===== src/fds_pkg.sv =====
// FDS mapper shared definitions
`default_nettype none

package fds_pkg;

	// bus and memory types
	typedef logic [15:0] addr_t;
	typedef logic [7:0]  data_t;
	typedef logic [21:0] mem_addr_t;
	typedef logic [13:0] chr_addr_t;
	typedef logic [15:0] disk_pos_t;
	typedef logic [17:0] rom_off_t;

	// timer registers
	localparam addr_t REG_TIMER_LO     = 16'h4020;
	localparam addr_t REG_TIMER_HI     = 16'h4021;
	localparam addr_t REG_TIMER_CTRL   = 16'h4022;

	// disk control and side select
	localparam addr_t REG_DISK_CTRL    = 16'h4025;
	localparam addr_t REG_DISK_SIDE    = 16'h4027;

	// status readback
	localparam addr_t REG_IRQ_STATUS   = 16'h4030;
	localparam addr_t REG_DRIVE_STATUS = 16'h4032;
	localparam addr_t REG_EXT_STATUS   = 16'h4033;
	localparam addr_t REG_SAVED        = 16'h4208;

	// disk data port hit by the patched BIOS
	localparam addr_t REG_WRITE_LO     = 16'hF4CD;
	localparam addr_t REG_WRITE_HI     = 16'hF4CE;
	localparam addr_t REG_READ_LO      = 16'hF4D0;
	localparam addr_t REG_READ_HI      = 16'hF4D1;

	// disk image layout
	localparam int SIDE_BYTES  = 65500;
	localparam int DISK_HEADER = 16;
	localparam disk_pos_t DISK_END_POS = 16'd65499;

	// eject toggle follows the top bit of this counter
	localparam int EJECT_CNT_W = 22;

	localparam data_t EXT_STATUS_VAL = 8'h80;

	// bits 21:19 of the memory address pick the region
	localparam logic [2:0] CHR_REGION = 3'h4;
	localparam logic [2:0] PRG_REGION = 3'h0;

	// PRG bank field covers bits 18:13
	localparam logic [5:0] WRAM_BANK_BASE = 6'h04;
	// bank bit 5 is address bit 18 and selects the disk image half
	localparam logic [5:0] DISK_BANK_FLAG = 6'h20;

	// data port sequence tracker
	typedef enum logic [1:0] {
		IDLE   = 2'd0,
		FIRST  = 2'd1,
		ACTIVE = 2'd2
	} seq_t;

endpackage

`default_nettype wire


===== src/fds_bus_map.sv =====
// FDS bus address map
`timescale 1ns/10ps
`default_nettype none

module fds_bus_map import fds_pkg::*; (
	input  wire addr_t     prg_ain,
	input  wire logic      prg_read,
	input  wire logic      prg_write,
	input  wire chr_addr_t chr_ain,
	input  wire data_t     prg_ram_din,
	input  wire logic      irq,
	input  wire logic      rd_active,
	input  wire logic      wr_active,
	input  wire logic      disk_end,
	input  wire logic      saved,
	input  wire logic      disk_eject,
	input  wire logic      vertical,
	input  wire rom_off_t  rom_offset,
	output mem_addr_t      prg_aout,
	output data_t          prg_dout,
	output logic           prg_allow,
	output mem_addr_t      chr_aout,
	output logic           chr_allow,
	output logic           vram_a10,
	output logic           vram_ce
);

	logic       seq_active;
	logic       port_lo;
	logic       port_hi;
	logic       wram_hit;
	logic       bios_hit;
	logic [5:0] prg_bank;
	logic [5:0] disk_bank;
	logic       mirror_a10;

	assign seq_active = rd_active | wr_active;

	// data port reads the pointer back unless a transfer is running
	assign port_lo = ((prg_ain == REG_READ_LO) || (prg_ain == REG_WRITE_LO)) && !seq_active;
	assign port_hi = ((prg_ain == REG_READ_HI) || (prg_ain == REG_WRITE_HI)) && !seq_active;

	// $6000-$DFFF and $E000-$FFFF
	assign wram_hit = (prg_ain[15:13] >= 3'd3) && (prg_ain[15:13] <= 3'd6);
	assign bios_hit = (prg_ain[15:13] == 3'd7);

	assign disk_bank = DISK_BANK_FLAG | {1'b0, rom_offset[17:13]};

	always_comb begin
		if (bios_hit)
			prg_bank = seq_active ? disk_bank : 6'd0;
		else
			prg_bank = WRAM_BANK_BASE + {4'd0, prg_ain[14:13]};
	end

	assign prg_aout = {PRG_REGION, prg_bank, prg_ain[12:0]};

	always_comb begin
		if (prg_ain == REG_IRQ_STATUS)
			prg_dout = {7'd0, irq};
		else if (prg_ain == REG_DRIVE_STATUS)
			prg_dout = {5'd0, disk_eject, disk_end, disk_eject};
		else if (prg_ain == REG_EXT_STATUS)
			prg_dout = EXT_STATUS_VAL;
		else if (port_lo)
			prg_dout = rom_offset[7:0];
		else if (port_hi)
			prg_dout = {3'b111, rom_offset[12:8]};
		else if (prg_ain == REG_SAVED)
			prg_dout = {7'd0, saved};
		else
			prg_dout = prg_ram_din;
	end

	// BIOS is read only and the disk takes writes only during a write sequence
	assign prg_allow = (prg_write && (wram_hit || wr_active))
		|| (prg_read && (wram_hit || bios_hit) && !port_lo && !port_hi);

	// $4025 bit 3 low selects vertical nametable mirroring
	assign mirror_a10 = vertical ? chr_ain[10] : chr_ain[11];

	assign chr_aout  = {CHR_REGION, 6'd0, chr_ain[12:11],
		(chr_ain[13] ? mirror_a10 : chr_ain[10]), chr_ain[9:0]};
	assign chr_allow = !chr_ain[13];
	assign vram_a10  = mirror_a10;
	assign vram_ce   = chr_ain[13];

endmodule

`default_nettype wire


===== src/fds_disk_port.sv =====
// FDS disk data port
`timescale 1ns/10ps
`default_nettype none

module fds_disk_port import fds_pkg::*; (
	input  wire logic  clk20,
	input  wire logic  reset,
	input  wire logic  ce,
	input  wire addr_t prg_ain,
	input  wire logic  prg_read,
	input  wire logic  prg_write,
	input  wire data_t prg_din,
	input  wire logic  fds_swap,
	output logic       rd_active,
	output logic       wr_active,
	output logic       disk_end,
	output logic       saved,
	output logic       disk_eject,
	output logic       vertical,
	output rom_off_t   rom_offset
);

	seq_t      rd_state;
	seq_t      wr_state;
	disk_pos_t disk_pos;
	logic [1:0] side;
	rom_off_t  side_offset;
	logic      write_en;
	logic      disk_reset;
	logic [EJECT_CNT_W-1:0] eject_cnt;
	logic      rd_lo_hit;
	logic      rd_hi_hit;
	logic      wr_lo_hit;
	logic      wr_hi_hit;

	// LO starts a sequence, HI right after it completes it
	function automatic seq_t seq_next(input seq_t cur, input logic lo_hit,
		input logic hi_hit);
		if (lo_hit)
			return FIRST;
		else if (hi_hit && (cur == FIRST))
			return ACTIVE;
		return IDLE;
	endfunction

	assign rd_lo_hit = prg_read && (prg_ain == REG_READ_LO);
	assign rd_hi_hit = prg_read && (prg_ain == REG_READ_HI);
	assign wr_lo_hit = write_en && prg_read && (prg_ain == REG_WRITE_LO);
	assign wr_hi_hit = prg_read && (prg_ain == REG_WRITE_HI);

	assign rd_active = (rd_state == ACTIVE);
	assign wr_active = (wr_state == ACTIVE);
	assign disk_end  = (disk_pos == DISK_END_POS);

	// header plus whole sides ahead of the selected one
	assign side_offset = rom_off_t'(DISK_HEADER + int'(side) * SIDE_BYTES);
	assign rom_offset  = rom_off_t'(disk_pos) + side_offset;

	// drive reports a change of disk while the top bit is high
	assign disk_eject = eject_cnt[EJECT_CNT_W-1] | fds_swap;

	// $4025 and $4027
	always_ff @(posedge clk20) begin
		if (reset) begin
			disk_reset <= 1'b0;
			write_en   <= 1'b0;
			vertical   <= 1'b0;
			side       <= 2'd0;
		end else if (ce && prg_write) begin
			if (prg_ain == REG_DISK_CTRL) begin
				disk_reset <= prg_din[1];
				write_en   <= !prg_din[2];
				vertical   <= !prg_din[3];
			end
			if (prg_ain == REG_DISK_SIDE)
				side <= prg_din[1:0];
		end
	end

	always_ff @(posedge clk20) begin
		if (reset) begin
			rd_state  <= IDLE;
			wr_state  <= IDLE;
			disk_pos  <= '0;
			saved     <= 1'b0;
			eject_cnt <= '0;
		end else if (ce) begin
			rd_state  <= seq_next(rd_state, rd_lo_hit, rd_hi_hit);
			wr_state  <= seq_next(wr_state, wr_lo_hit, wr_hi_hit);
			eject_cnt <= eject_cnt + 1'b1;
			if (disk_reset)
				disk_pos <= '0;
			else if (rd_active && !disk_end)
				disk_pos <= disk_pos + 16'd1;
			// sticky until reset, polled at $4208
			if (wr_active)
				saved <= 1'b1;
		end
	end

endmodule

`default_nettype wire


===== src/fds_mapper.sv =====
// FDS mapper top level
`timescale 1ns/10ps
`default_nettype none

module fds_mapper import fds_pkg::*; (
	input  wire logic      clk20,
	input  wire logic      reset,
	input  wire logic      ce,
	input  wire addr_t     prg_ain,
	input  wire logic      prg_read,
	input  wire logic      prg_write,
	input  wire data_t     prg_din,
	input  wire data_t     prg_ram_din,
	input  wire chr_addr_t chr_ain,
	input  wire logic      fds_swap,
	output mem_addr_t      prg_aout,
	output data_t          prg_dout,
	output logic           prg_allow,
	output mem_addr_t      chr_aout,
	output logic           chr_allow,
	output logic           vram_a10,
	output logic           vram_ce,
	output logic           irq
);

	logic     rd_active;
	logic     wr_active;
	logic     disk_end;
	logic     saved;
	logic     disk_eject;
	logic     vertical;
	rom_off_t rom_offset;

	fds_timer_irq timer_i (
		.clk20, .reset, .ce, .prg_ain, .prg_write, .prg_read, .prg_din,
		.irq
	);

	fds_disk_port disk_i (
		.clk20, .reset, .ce, .prg_ain, .prg_read, .prg_write, .prg_din,
		.fds_swap,
		.rd_active, .wr_active, .disk_end, .saved, .disk_eject, .vertical,
		.rom_offset
	);

	// address and data paths are combinational
	fds_bus_map map_i (
		.prg_ain, .prg_read, .prg_write, .chr_ain, .prg_ram_din,
		.irq, .rd_active, .wr_active, .disk_end, .saved, .disk_eject,
		.vertical, .rom_offset,
		.prg_aout, .prg_dout, .prg_allow,
		.chr_aout, .chr_allow, .vram_a10, .vram_ce
	);

endmodule

`default_nettype wire


===== src/fds_timer_irq.sv =====
// FDS timer IRQ
`timescale 1ns/10ps
`default_nettype none

module fds_timer_irq import fds_pkg::*; (
	input  wire logic  clk20,
	input  wire logic  reset,
	input  wire logic  ce,
	input  wire addr_t prg_ain,
	input  wire logic  prg_write,
	input  wire logic  prg_read,
	input  wire data_t prg_din,
	output logic       irq
);

	logic [15:0] timer_latch;
	logic [15:0] timer_cnt;
	logic        timer_en;
	logic        timer_repeat;
	logic        ctrl_wr;
	logic        status_rd;
	logic        timer_trip;

	assign ctrl_wr    = ce && prg_write && (prg_ain == REG_TIMER_CTRL);
	assign status_rd  = ce && prg_read && (prg_ain == REG_IRQ_STATUS);
	// counter at 1 on an enabled cycle fires the irq
	assign timer_trip = ce && timer_en && (timer_cnt == 16'd1);

	// reload latch loaded a byte at a time
	always_ff @(posedge clk20) begin
		if (ce && prg_write && (prg_ain == REG_TIMER_LO))
			timer_latch[7:0] <= prg_din;
		if (ce && prg_write && (prg_ain == REG_TIMER_HI))
			timer_latch[15:8] <= prg_din;
	end

	always_ff @(posedge clk20) begin
		if (reset) begin
			timer_en     <= 1'b0;
			timer_repeat <= 1'b0;
			timer_cnt    <= '0;
			irq          <= 1'b0;
		end else begin
			if (ctrl_wr) begin
				timer_repeat <= prg_din[0];
				timer_en     <= prg_din[1];
			end
			// load on control write or on repeat trip
			if (ctrl_wr || (timer_trip && timer_repeat))
				timer_cnt <= timer_latch;
			else if (ce && timer_en && (timer_cnt != 16'd0))
				timer_cnt <= timer_cnt - 16'd1;
			// status read wins over a trip in the same cycle
			if (status_rd)
				irq <= 1'b0;
			else if (timer_trip)
				irq <= 1'b1;
		end
	end

endmodule

`default_nettype wire


===== config.mk =====
export PLATFORM = sky130hd
export DESIGN_NAME = fds_mapper
export DESIGN_NICKNAME = d
export VERILOG_FILES = /design/src/fds_pkg.sv /design/src/fds_bus_map.sv /design/src/fds_disk_port.sv /design/src/fds_mapper.sv /design/src/fds_timer_irq.sv
export SDC_FILE = /design/constraint.sdc
export NUM_CORES = 1
export LEC_CHECK = 0
export ABC_AREA = 1
export BUFFER_PORTS_ARGS = -buffer_cell sky130_fd_sc_hd__buf_2
export CAP_MARGIN = 20
export CORE_UTILIZATION = 35
export CTS_CLUSTER_DIAMETER = 50
export DETAILED_ROUTE_END_ITERATION = 8
export GPL_TIMING_DRIVEN = 0
export HOLD_SLACK_MARGIN = 0.03
export PLACE_DENSITY = 0.57
export SKIP_LAST_GASP = 1
export SYNTH_ARGS = -nofsm -noshare
export SYNTH_HDL_FRONTEND = slang
export SYNTH_SLANG_ARGS = --single-unit

===== constraint.sdc =====
create_clock -name clk20 -period 6.64 [get_ports clk20]
set_clock_uncertainty 0.15 [all_clocks]
set_input_delay 1.992 -clock clk20 [delete_from_list [all_inputs] [get_ports clk20]]
set_output_delay 1.992 -clock clk20 [all_outputs]
set_load 0.05 [all_outputs]

==> qor.csv, run 1 <==
metric;value;unit
total length of routed met2 wires;7750;um
Critical Path AT;3.82;ns
die height;135;um
CTS Buffer Depth;2;
Setup-failing EPs final;0;
Synth area leader;dfxtp_1;
Slew headroom;0.384;
max layer used;met4;
CTS Buf Count;9;
crit path capture type;output pin;
Post-synth EDFFs;16;
FP Rows;48;
worst slack, placed;0.725;ns
pin count of the biggest net entering global routing;14;
TritonCTS clock tree;done;
period utilization;0.898;
Ant. Diodes;0;
DIE AREA;0.0182;mm2
final hold vios;0;
Gate power share;0.132;
CP Cell Sequence;buf_2, nor2_1, inv_1, nor2_1, nand3_1, a21oi_1, inv_1, nand2_1, nand2_1, a21oi_1, buf_2;
CP required;4.50;ns
Hold Slack;0.312;ns
total number of vias;5925;
max-cap violations;0;
area of the multi-input gates;0.00360;mm2
delay-heaviest family, CP;simple AND/OR/NAND/NOR gates;
fin. max-slew vios;0;
Worst VDD drop;0.000125;V
PortBufs;84;
Post-CTS Hold Buffers;0;
RSZ-0062 raised after global routing;false;
Hold Crit Start;disk_i.eject_cnt[20];
Async SR Flop Fraction;0;
CTS-repair resized insts;0;
clock network power share;0.423;
Core Region;0.0172;mm2
nets;1123;
CTS root buffer;clkbuf_16;
leak pwr;3.44;nW
vias in the first global route;5369;
vias per cell;4.69;
Synth Flop Type;dfxtp_1;
post-layout util;0.418;
Buf/Inv on CP;4;
Clock Latency Late Sink;0.34;ns
# DRC;0;
Yosys reg bits;83;
met1 wire length;7620;um
cells after synthesis;929;
critical path type;in -> out;
Layout Area Growth over Synthesis;16.7;%
gr ovfl total;0;
Clock Pin Slew Worst Setup and Hold Paths;0.06;ns
Switch Pwr;0.311;mW
Synthesis Warnings;0;
switch share;0.269;
critical path peak fanout;8;
H-tree depth;3;
worst r2r src;timer_i.timer_cnt[0];
pwr dens;161;mW/mm2
first-pass GRT wire length;26300;um
average cell area after synthesis;6.64;um2
setup TNS;0;ns
routed len/inst;12.7;um
Seq/Total Area, Yosys;0.295;
Post-CTS Setup Repair Bufs;0;
Fmax;0.168;GHz
Worst Setup Start Kind;input pin;
CP startpoint;prg_ain[0];
Slew @ Worst Pin;0.921;ns
Iteration-0 DRC Markers;304;
Initial Util;0.358;
number of detailed-route iterations in the first pass;5;
Hold Crit Class;reg -> reg;
outcome;completed;
sequential cell area;0.00182;mm2
layout cells sized above 1;0.167;
setup slack after layout;0.676;ns
CTS Sinks;83;
Synth cell types;48;
Final min period;5.96;ns
initial antenna violation count;0;
# fillers;1869;
max incr delay on CP;0.30;ns
Area contributors post-synth;dfxtp_1 (22%), nand2_1 (14%), nor2_1 (8.1%);
Synth top area share;0.217;
GPL Wtd Cong;0.847;
WL final;16100;um
GRT Total Usage;0.183;
cell internal pwr;0.846;mW
Seq pwr share;0.445;
I/O pins;109;
Power Total;1.16;mW
mapped cell area;0.00617;mm2
Slowest-stage cell, CP;buf_2;
Die Wd;135;um
remaining antenna violation count;0;
metal3 WL;635;um
HPWL Detailed;12900;um
[metal layers]
layer | global-route usage | vias to the layer above
li1 | - | 3184
met1 | 0.234 | 2638
met2 | 0.319 | 95
met3 | 0.0357 | 8
met4 | 0.0312 | 0
met5 | 0 | -
[power groups by stage]
| stage | Sequential (mW) | Clock, mW | Combinational (mW) |
|---|---|---|---|
| 6_report | 0.516 | 0.489 | 0.153 |
| 5_1_grt | 0.515 | 0.523 | 0.164 |
| 4_1_cts | 0.516 | 0.499 | 0.153 |
| 3_5_place_dp | 0.527 | 0 | 0.153 |
| 3_3_place_gp | 0.527 | 0 | 0.153 |
| 2_1_floorplan | 0.527 | 0 | 0.112 |
[layout by cell type (no fill, tap or decap), types with 9 or more instances in the layout]
cell       Yosys  final
clkbuf_1       9     10
xor2_1        19     19
edfxtp_1      16     16
nand3_1       54     54
nand2_1      225    225
ha_1          36     36
a21oi_1       62     62
nor3_1        22     21
inv_1        102    102
nand4_1       19     19
buf_4         39     39
clkbuf_16      0      9
conb_1         2     12
nor2_1       134    134
dfxtp_1       67     67
buf_2          3     87
o21ai_0       37     37
nand3b_1      11     11
[stage by stage]
stage / cells / instance area [um2]
global route: 1264 / 7200
global placement: 1248 / 6910
detailed placement: 1248 / 6920
finish: 1264 / 7200
CTS: 1264 / 7200
floorplan: 939 / 6210
[state kept, by name (all words and copies together) (netlist names)]
signal,cells
disk_i.eject_cnt,22
disk_i.disk_pos,16
timer_i.timer_cnt,16
timer_i.timer_latch,16
disk_i.rd_state,2
disk_i.side,2
disk_i.wr_state,2
disk_i.disk_reset,1
disk_i.saved,1
disk_i.vertical,1
disk_i.write_en,1
timer_i.irq,1
timer_i.timer_en,1
timer_i.timer_repeat,1
[kinds of logic (layout without fill, tap and decap cells)]
kind of cell / count (synthesis) / in the layout / share of synthesized area
simple gates: 493 / 493 / 0.350
xor+xnor: 25 / 25 / 0.0355
flops: 83 / 83 / 0.295
buf+inv: 162 / 262 / 0.129
fa+ha+maj: 37 / 37 / 0.0762
other cells: 2 / 12 / 0.00122
compound gates: 127 / 127 / 0.113
[path summary, 6_finish.rpt]
| path | cells past startpoint | end | slack, ns |
|---|---|---|---|
| max reg2reg | 9 | timer_i.timer_cnt[14] | 4.59 |
| min | 2 | disk_i.eject_cnt[20] | 0.31 |
| max | 11 | prg_dout[2] | 0.68 |
| min reg2reg | 2 | disk_i.eject_cnt[20] | 0.31 |
[synth_stat cells (3+ instances only)]
cell,count
nand4_1,19
xnor2_1,6
nand2_2,3
o21a_1,4
inv_1,102
nor2_2,8
a21oi_1,62
nor2_1,134
o21ai_1,8
and3_1,3
a211oi_1,3
or2_2,3
nand3b_1,11
nand2_1,225
o21ai_0,37
buf_2,3
nand3_1,54
ha_1,36
nor3_1,22
edfxtp_1,16
xor2_1,19
inv_2,5
clkbuf_1,9
buf_4,39
dfxtp_1,67
[worst min-delay path: stages, from the launching register on]
cell and delay, ns:
dfxtp_1 0.31, inv_1 0.06, a21oi_1 0.05
[cell type report]
cell class,instances,share of cell area
multi-input combinational,694,0.500
sequential,83,0.253
timing repair buffer,84,0.0584
inverter,108,0.0570
buffer,54,0.0533
tap,225,0.0391
clock buffer,10,0.0318
clock inverter,6,0.00782
No activity file was read; power rests on OpenSTA's default activity.
==> inputs of run 2 (changes only) <==
Settings changed: CORE_ASPECT_RATIO set to 0.6, CORE_UTILIZATION 35 to 62, PLACE_DENSITY 0.57 to 0.9.
==> qor.csv, run 2 (same netlist as run 1, synthesis figures left out) <==
metric;value;unit;change
Setup-failing EPs final;0;;unchanged
I/O pins;109;;unchanged
area of the multi-input gates;0.00359;mm2;-0.14%
Layout Area Growth over Synthesis;15.2;%;
Worst VDD drop;0.000134;V;+7.4%
first-pass GRT wire length;27000;um;+2.4%
Post-CTS Setup Repair Bufs;0;;unchanged
HPWL Detailed;13100;um;+1.6%
crit path capture type;output pin;;
Hold Crit Class;reg -> reg;;
post-layout util;0.754;;+0.336
Core Region;0.00943;mm2;-45%
CTS root buffer;clkbuf_16;;
vias per cell;5.57;;+19%
max-cap violations;0;;unchanged
layout cells sized above 1;0.169;;+0.00272
Worst Setup Start Kind;input pin;;
number of detailed-route iterations in the first pass;5;;unchanged
CTS Sinks;83;;unchanged
Final min period;6.05;ns;+0.0886 ns
routed len/inst;14.5;um;+13%
critical path type;in -> out;;
GRT Total Usage;0.340;;+0.158
fin. max-slew vios;0;;unchanged
Largest Register;disk_i.eject_cnt;;
GPL Wtd Cong;0.997;;+18%
# DRC;0;;unchanged
worst slack, placed;0.633;ns;-0.0923 ns
Post-CTS Hold Buffers;0;;unchanged
Clock Pin Slew Worst Setup and Hold Paths;0.06;ns;about the same
pin count of the biggest net entering global routing;15;;+1
CP required;4.50;ns;about the same
vias in the first global route;5668;;+5.6%
CTS Buf Count;9;;unchanged
outcome;completed;;
Hold Slack;0.319;ns;+0.00707 ns
gr ovfl total;0;;unchanged
WL final;16900;um;+5.0%
leak pwr;3.45;nW;+0.48%
commonest non-fill, non-tap cells in the layout;nand2_1 (225), nor2_1 (134), inv_1 (102);;
TritonCTS clock tree;done;;
commonest non-fill, non-tap cell in the layout;nand2_1;;
die height;79.3;um;-41%
H-tree depth;3;;unchanged
PortBufs;84;;unchanged
FP Rows;27;;-44%
sequential cell area;0.00182;mm2;unchanged
setup slack after layout;0.587;ns;-0.0886 ns
nets;1124;;+0.089%
period utilization;0.912;;+0.0133
CTS Buffer Depth;2;;unchanged
# fillers;746;;-60%
DIE AREA;0.0104;mm2;-43%
FF-to-FF setup slack;4.49;ns;-0.10 ns
total number of vias;6518;;+10%
Ant. Diodes;0;;unchanged
Critical Path AT;3.91;ns;+0.09 ns
pwr dens;167;mW/mm2;+4.2%
max reg flops;22;;unchanged
Initial Util;0.655;;+0.297
Iteration-0 DRC Markers;591;;+94%
initial antenna violation count;0;;unchanged
Die Wd;131;um;-3.0%
remaining antenna violation count;0;;unchanged
critical path peak fanout;8;;unchanged
setup TNS;0;ns;unchanged
Slew headroom;0.403;;+0.0193
CTS-repair resized insts;0;;unchanged
Fmax;0.165;GHz;-1.5%
final hold vios;0;;unchanged
Slew @ Worst Pin;0.892;ns;-0.0289 ns
RSZ-0062 raised after global routing;false;;
Clock Latency Late Sink;0.35;ns;about the same
## run 2: path summary, 6_finish.rpt
kind | start | to | cells after the start
worst max-delay path | prg_ain[1] | prg_dout[0] | 11
worst min-delay path | disk_i.eject_cnt[18] | disk_i.eject_cnt[18] | 2
worst max register to register | disk_i.disk_pos[7] | disk_i.disk_pos[10] | 10
worst min register to register | disk_i.eject_cnt[18] | disk_i.eject_cnt[18] | 2
## run 2: critical path, stage by stage
cell     delay, ns
buf_2         0.15
nor2_1        0.16
inv_1         0.07
nor2_1        0.24
nand3_1       0.18
a21oi_1       0.24
inv_1         0.18
nand2_1       0.10
nand2_1       0.08
a21oi_1       0.21
buf_2         0.31
## run 2: stage by stage
step	total power, mW	cells	instance area, um2
final	1.19	1170	7110
after detailed placement	0.679	1154	6800
after global routing	1.22	1170	7110
after CTS	1.19	1170	7110
after global placement	0.678	1153	6790
after floorplan	0.639	939	6210
## run 2: where the power goes
part	internal, mW	total, mW	switching (mW)
combinational	0.0437	0.154	0.111
clock	0.313	0.520	0.208
sequential	0.514	0.516	0.00129
## run 2: cell type report
| type | count | area share |
|---|---|---|
| Multi-Input combinational cell | 694 | 0.505 |
| Sequential cell | 83 | 0.256 |
| Timing Repair Buffer | 85 | 0.0598 |
| Inverter | 108 | 0.0577 |
| Buffer | 54 | 0.0540 |
| Clock buffer | 11 | 0.0356 |
| Tap cell | 130 | 0.0229 |
| Clock inverter | 5 | 0.00827 |
## run 2: per-layer routing
| layer | global-route usage | share of wire | vias to the layer above |
|---|---|---|---|
| met5 | 0 | 0 | - |
| met4 | 0.0977 | 0.017 | 0 |
| met3 | 0.0910 | 0.12 | 33 |
| met2 | 0.482 | 0.39 | 374 |
| met1 | 0.498 | 0.48 | 2923 |
| li1 | - | - | 3188 |
==> inputs of run 3 (changes only) <==
Settings changed: ABC_AREA 1 to unset, CORE_UTILIZATION 62 to 60, PLACE_DENSITY 0.9 to 0.89, REMOVE_ABC_BUFFERS set to 1.
==> qor.csv, run 3 <==
metric;value;unit;change
outcome;complete, but fails checks;;
violated checks;design-rule violations;;
critical path peak fanout;8;;unchanged
initial antenna violation count;0;;unchanged
Buf/Inv on CP;2;;-2
cells after synthesis;654;;-30%
Post-Layout Cell Count;806;;-31%
Worst Setup Start Kind;input pin;;
critical path type;in -> out;;
first-pass GRT wire length;22600;um;-16%
Initial Util;0.633;;-0.0216
Setup-failing EPs final;0;;unchanged
Layout Area Growth over Synthesis;9.37;%;
Final min period;6.46;ns;+0.409 ns
Async SR Flop Fraction;0;;unchanged
period utilization;0.973;;+0.0616
CP most frequent cell;buf_2;;
I/O pins;109;;unchanged
setup TNS;0;ns;unchanged
CTS-repair resized insts;0;;unchanged
max reg flops;22;;unchanged
worst slack, placed;0.201;ns;-0.432 ns
Core Region;0.00869;mm2;-7.8%
synth cell count leaders;nor2_1 (81), dfxtp_1 (67), nand2_1 (42), buf_4 (38), ha_1 (36);;
Die Wd;126;um;-4.0%
CTS Buf Count;9;;unchanged
max-cap violations;0;;unchanged
leak pwr;2.47;nW;-28%
nets;778;;-31%
Synth area leader;dfxtp_1;;
Clock Latency Late Sink;0.34;ns;about the same
routed len/inst;17.3;um;+20%
FP Rows;26;;-3.7%
worst reg2reg path depth;7;;-3
final hold vios;0;;unchanged
Seq/Total Area, Yosys;0.331;;+0.0361
Worst VDD drop;0.000151;V;+13%
setup slack after layout;0.178;ns;-0.409 ns
pin count of the biggest net entering global routing;59;;+44
RSZ-0062 raised after global routing;false;;
CP Cell Sequence;buf_2, or3b_1, or3_4, or2_1, o211a_1, a2111oi_2, a221o_1, buf_2;;
Post-CTS Setup Repair Bufs;0;;unchanged
total number of vias;5107;;-22%
vias per cell;6.34;;+14%
WL final;13900;um;-18%
Yosys reg bits;83;;unchanged
CTS Buffer Depth;2;;unchanged
remaining antenna violation count;0;;unchanged
# DRC;10;;+10
commonest non-fill, non-tap cells in the layout;nor2_1 (81), buf_2 (74), dfxtp_1 (67);;
HPWL Detailed;10300;um;-22%
CP required;4.50;ns;about the same
Slowest-stage cell, CP;or3b_1;;
delay-heaviest family, CP;simple AND/OR/NAND/NOR gates;;
Fmax;0.155;GHz;-6.3%
Synth top area share;0.244;;+0.0265
die height;76.2;um;-3.9%
pwr dens;192;mW/mm2;+15%
Slew @ Worst Pin;1.09;ns;+0.202 ns
# fillers;659;;-12%
Post-synth EDFFs;16;;unchanged
layout cells sized above 1;0.146;;-0.0237
GRT Total Usage;0.295;;-0.0449
CTS Sinks;83;;unchanged
Critical Path AT;4.32;ns;+0.41 ns
Clock Pin Slew Worst Setup and Hold Paths;0.06;ns;about the same
RR Endpoint;timer_i.timer_cnt[3];;
vias in the first global route;4793;;-15%
crit path capture type;output pin;;
GPL Wtd Cong;0.927;;-7.0%
PortBufs;74;;-12%
TritonCTS clock tree;done;;
H-tree depth;3;;unchanged
gr ovfl total;0;;unchanged
max incr delay on CP;0.42;ns;+0.11 ns
FF-to-FF setup slack;3.88;ns;-0.61 ns
commonest non-fill, non-tap cell in the layout;nor2_1;;
average cell area after synthesis;8.41;um2;+27%
hold path endpoint;disk_i.rd_state[1];;
DIE AREA;0.00957;mm2;-7.8%
top-count cell post-synth;nor2_1;;
Synthesis Warnings;0;;unchanged
Area contributors post-synth;dfxtp_1 (24%), edfxtp_1 (8.7%), ha_1 (8.2%);;
placed insts;789;;-32%
worst r2r src;timer_i.timer_cnt[8];;
Iteration-0 DRC Markers;543;;-8.1%
Post-CTS Hold Buffers;0;;unchanged
Slew headroom;0.271;;-0.132
fin. max-slew vios;0;;unchanged
Hold Crit Depth;2;;unchanged
Ant. Diodes;0;;unchanged
number of detailed-route iterations in the first pass;8;;+3
mapped cell area;0.00550;mm2;-11%
Hold Crit Class;reg -> reg;;
Synth cell types;70;;+46%
CTS root buffer;clkbuf_16;;
Synth Flop Type;dfxtp_1;;
Largest Register;disk_i.eject_cnt;;
Hold Crit Start;disk_i.rd_state[1];;
[run 3: changes by cell type after synthesis, moves of 9 or more]
cell / delta
inv_1: -81
nor2_1: -53
clkbuf_1: +10
xnor2_1: +9
or3_1: +15
o21ai_0: -11
nor4_1: +12
a211oi_1: +18
nand3_1: -30
mux2i_1: +10
a21oi_1: -31
nand2_1: -183
xor2_1: +10
[run 3: final cells by class]
class / instances / area (um2) / share of cell area
sequential: 83 / 1820 / 0.303
timing repair buffer: 77 / 405 / 0.0674
multi-input combinational: 497 / 3250 / 0.541
inverter: 21 / 78.8 / 0.0131
clock inverter: 3 / 65.1 / 0.0108
clock buffer: 13 / 250 / 0.0416
tap: 112 / 140 / 0.0233
[run 3: worst max-delay path by stage]
| stage | startpoint | endpoint | slack, ns | cells after the start |
|---|---|---|---|---|
| 2_1_floorplan | prg_ain[0] | prg_dout[2] | 0.006 | 6 |
| 3_3_place_gp | prg_ain[13] | prg_dout[0] | 0.22 | 8 |
| 3_5_place_dp | prg_ain[13] | prg_dout[0] | 0.20 | 8 |
| 4_1_cts | prg_ain[13] | prg_dout[0] | 0.20 | 8 |
| 5_1_grt | prg_ain[0] | prg_dout[2] | 0.03 | 8 |
| 6_report | prg_ain[13] | prg_dout[0] | 0.18 | 8 |
[run 3: metrics by stage]
step | hold slack, ns | utilization | area [um2] | total power, mW
final | 0.339 | 0.693 | 6020 | 1.16
after global routing | 0.356 | 0.693 | 6020 | 1.19
after CTS | 0.335 | 0.691 | 6000 | 1.16
after detailed placement | 0.325 | 0.655 | 5690 | 0.640
after global placement | 0.305 | 0.651 | 5660 | 0.637
after floorplan | 0.287 | - | 5150 | 0.581
[run 3: per-layer routing]
metal,vias up,GRT usage,share of wire
met5,-,0,0
met4,0,0.0768,0.014
met3,27,0.104,0.11
met2,274,0.441,0.43
met1,2405,0.404,0.45
li1,2401,-,-
[run 3: power by group]
group          internal, mW  total (mW)  switching, mW  leakage [nW]
Clock                 0.339       0.527          0.188         0.154
Sequential            0.514       0.518        0.00321         0.683
Combinational        0.0265       0.113         0.0861          1.63
[run 3: logic make-up after synthesis]
group / count (synthesis) / synth area share
buffers and inverters: 84 / 0.0853
AO/OA/AOI/OAI: 128 / 0.154
XOR/XNOR: 44 / 0.0701
multiplexers: 12 / 0.0223
adder cells (fa/ha/maj): 37 / 0.0855
flip-flops: 83 / 0.331
other: 2 / 0.00137
AND/OR/NAND/NOR: 264 / 0.250
[run 3: worst min-delay path, stage by stage (launching register included)]
cell      delay (ns)
dfxtp_1         0.32
nand2b_1        0.07
a21oi_1         0.05
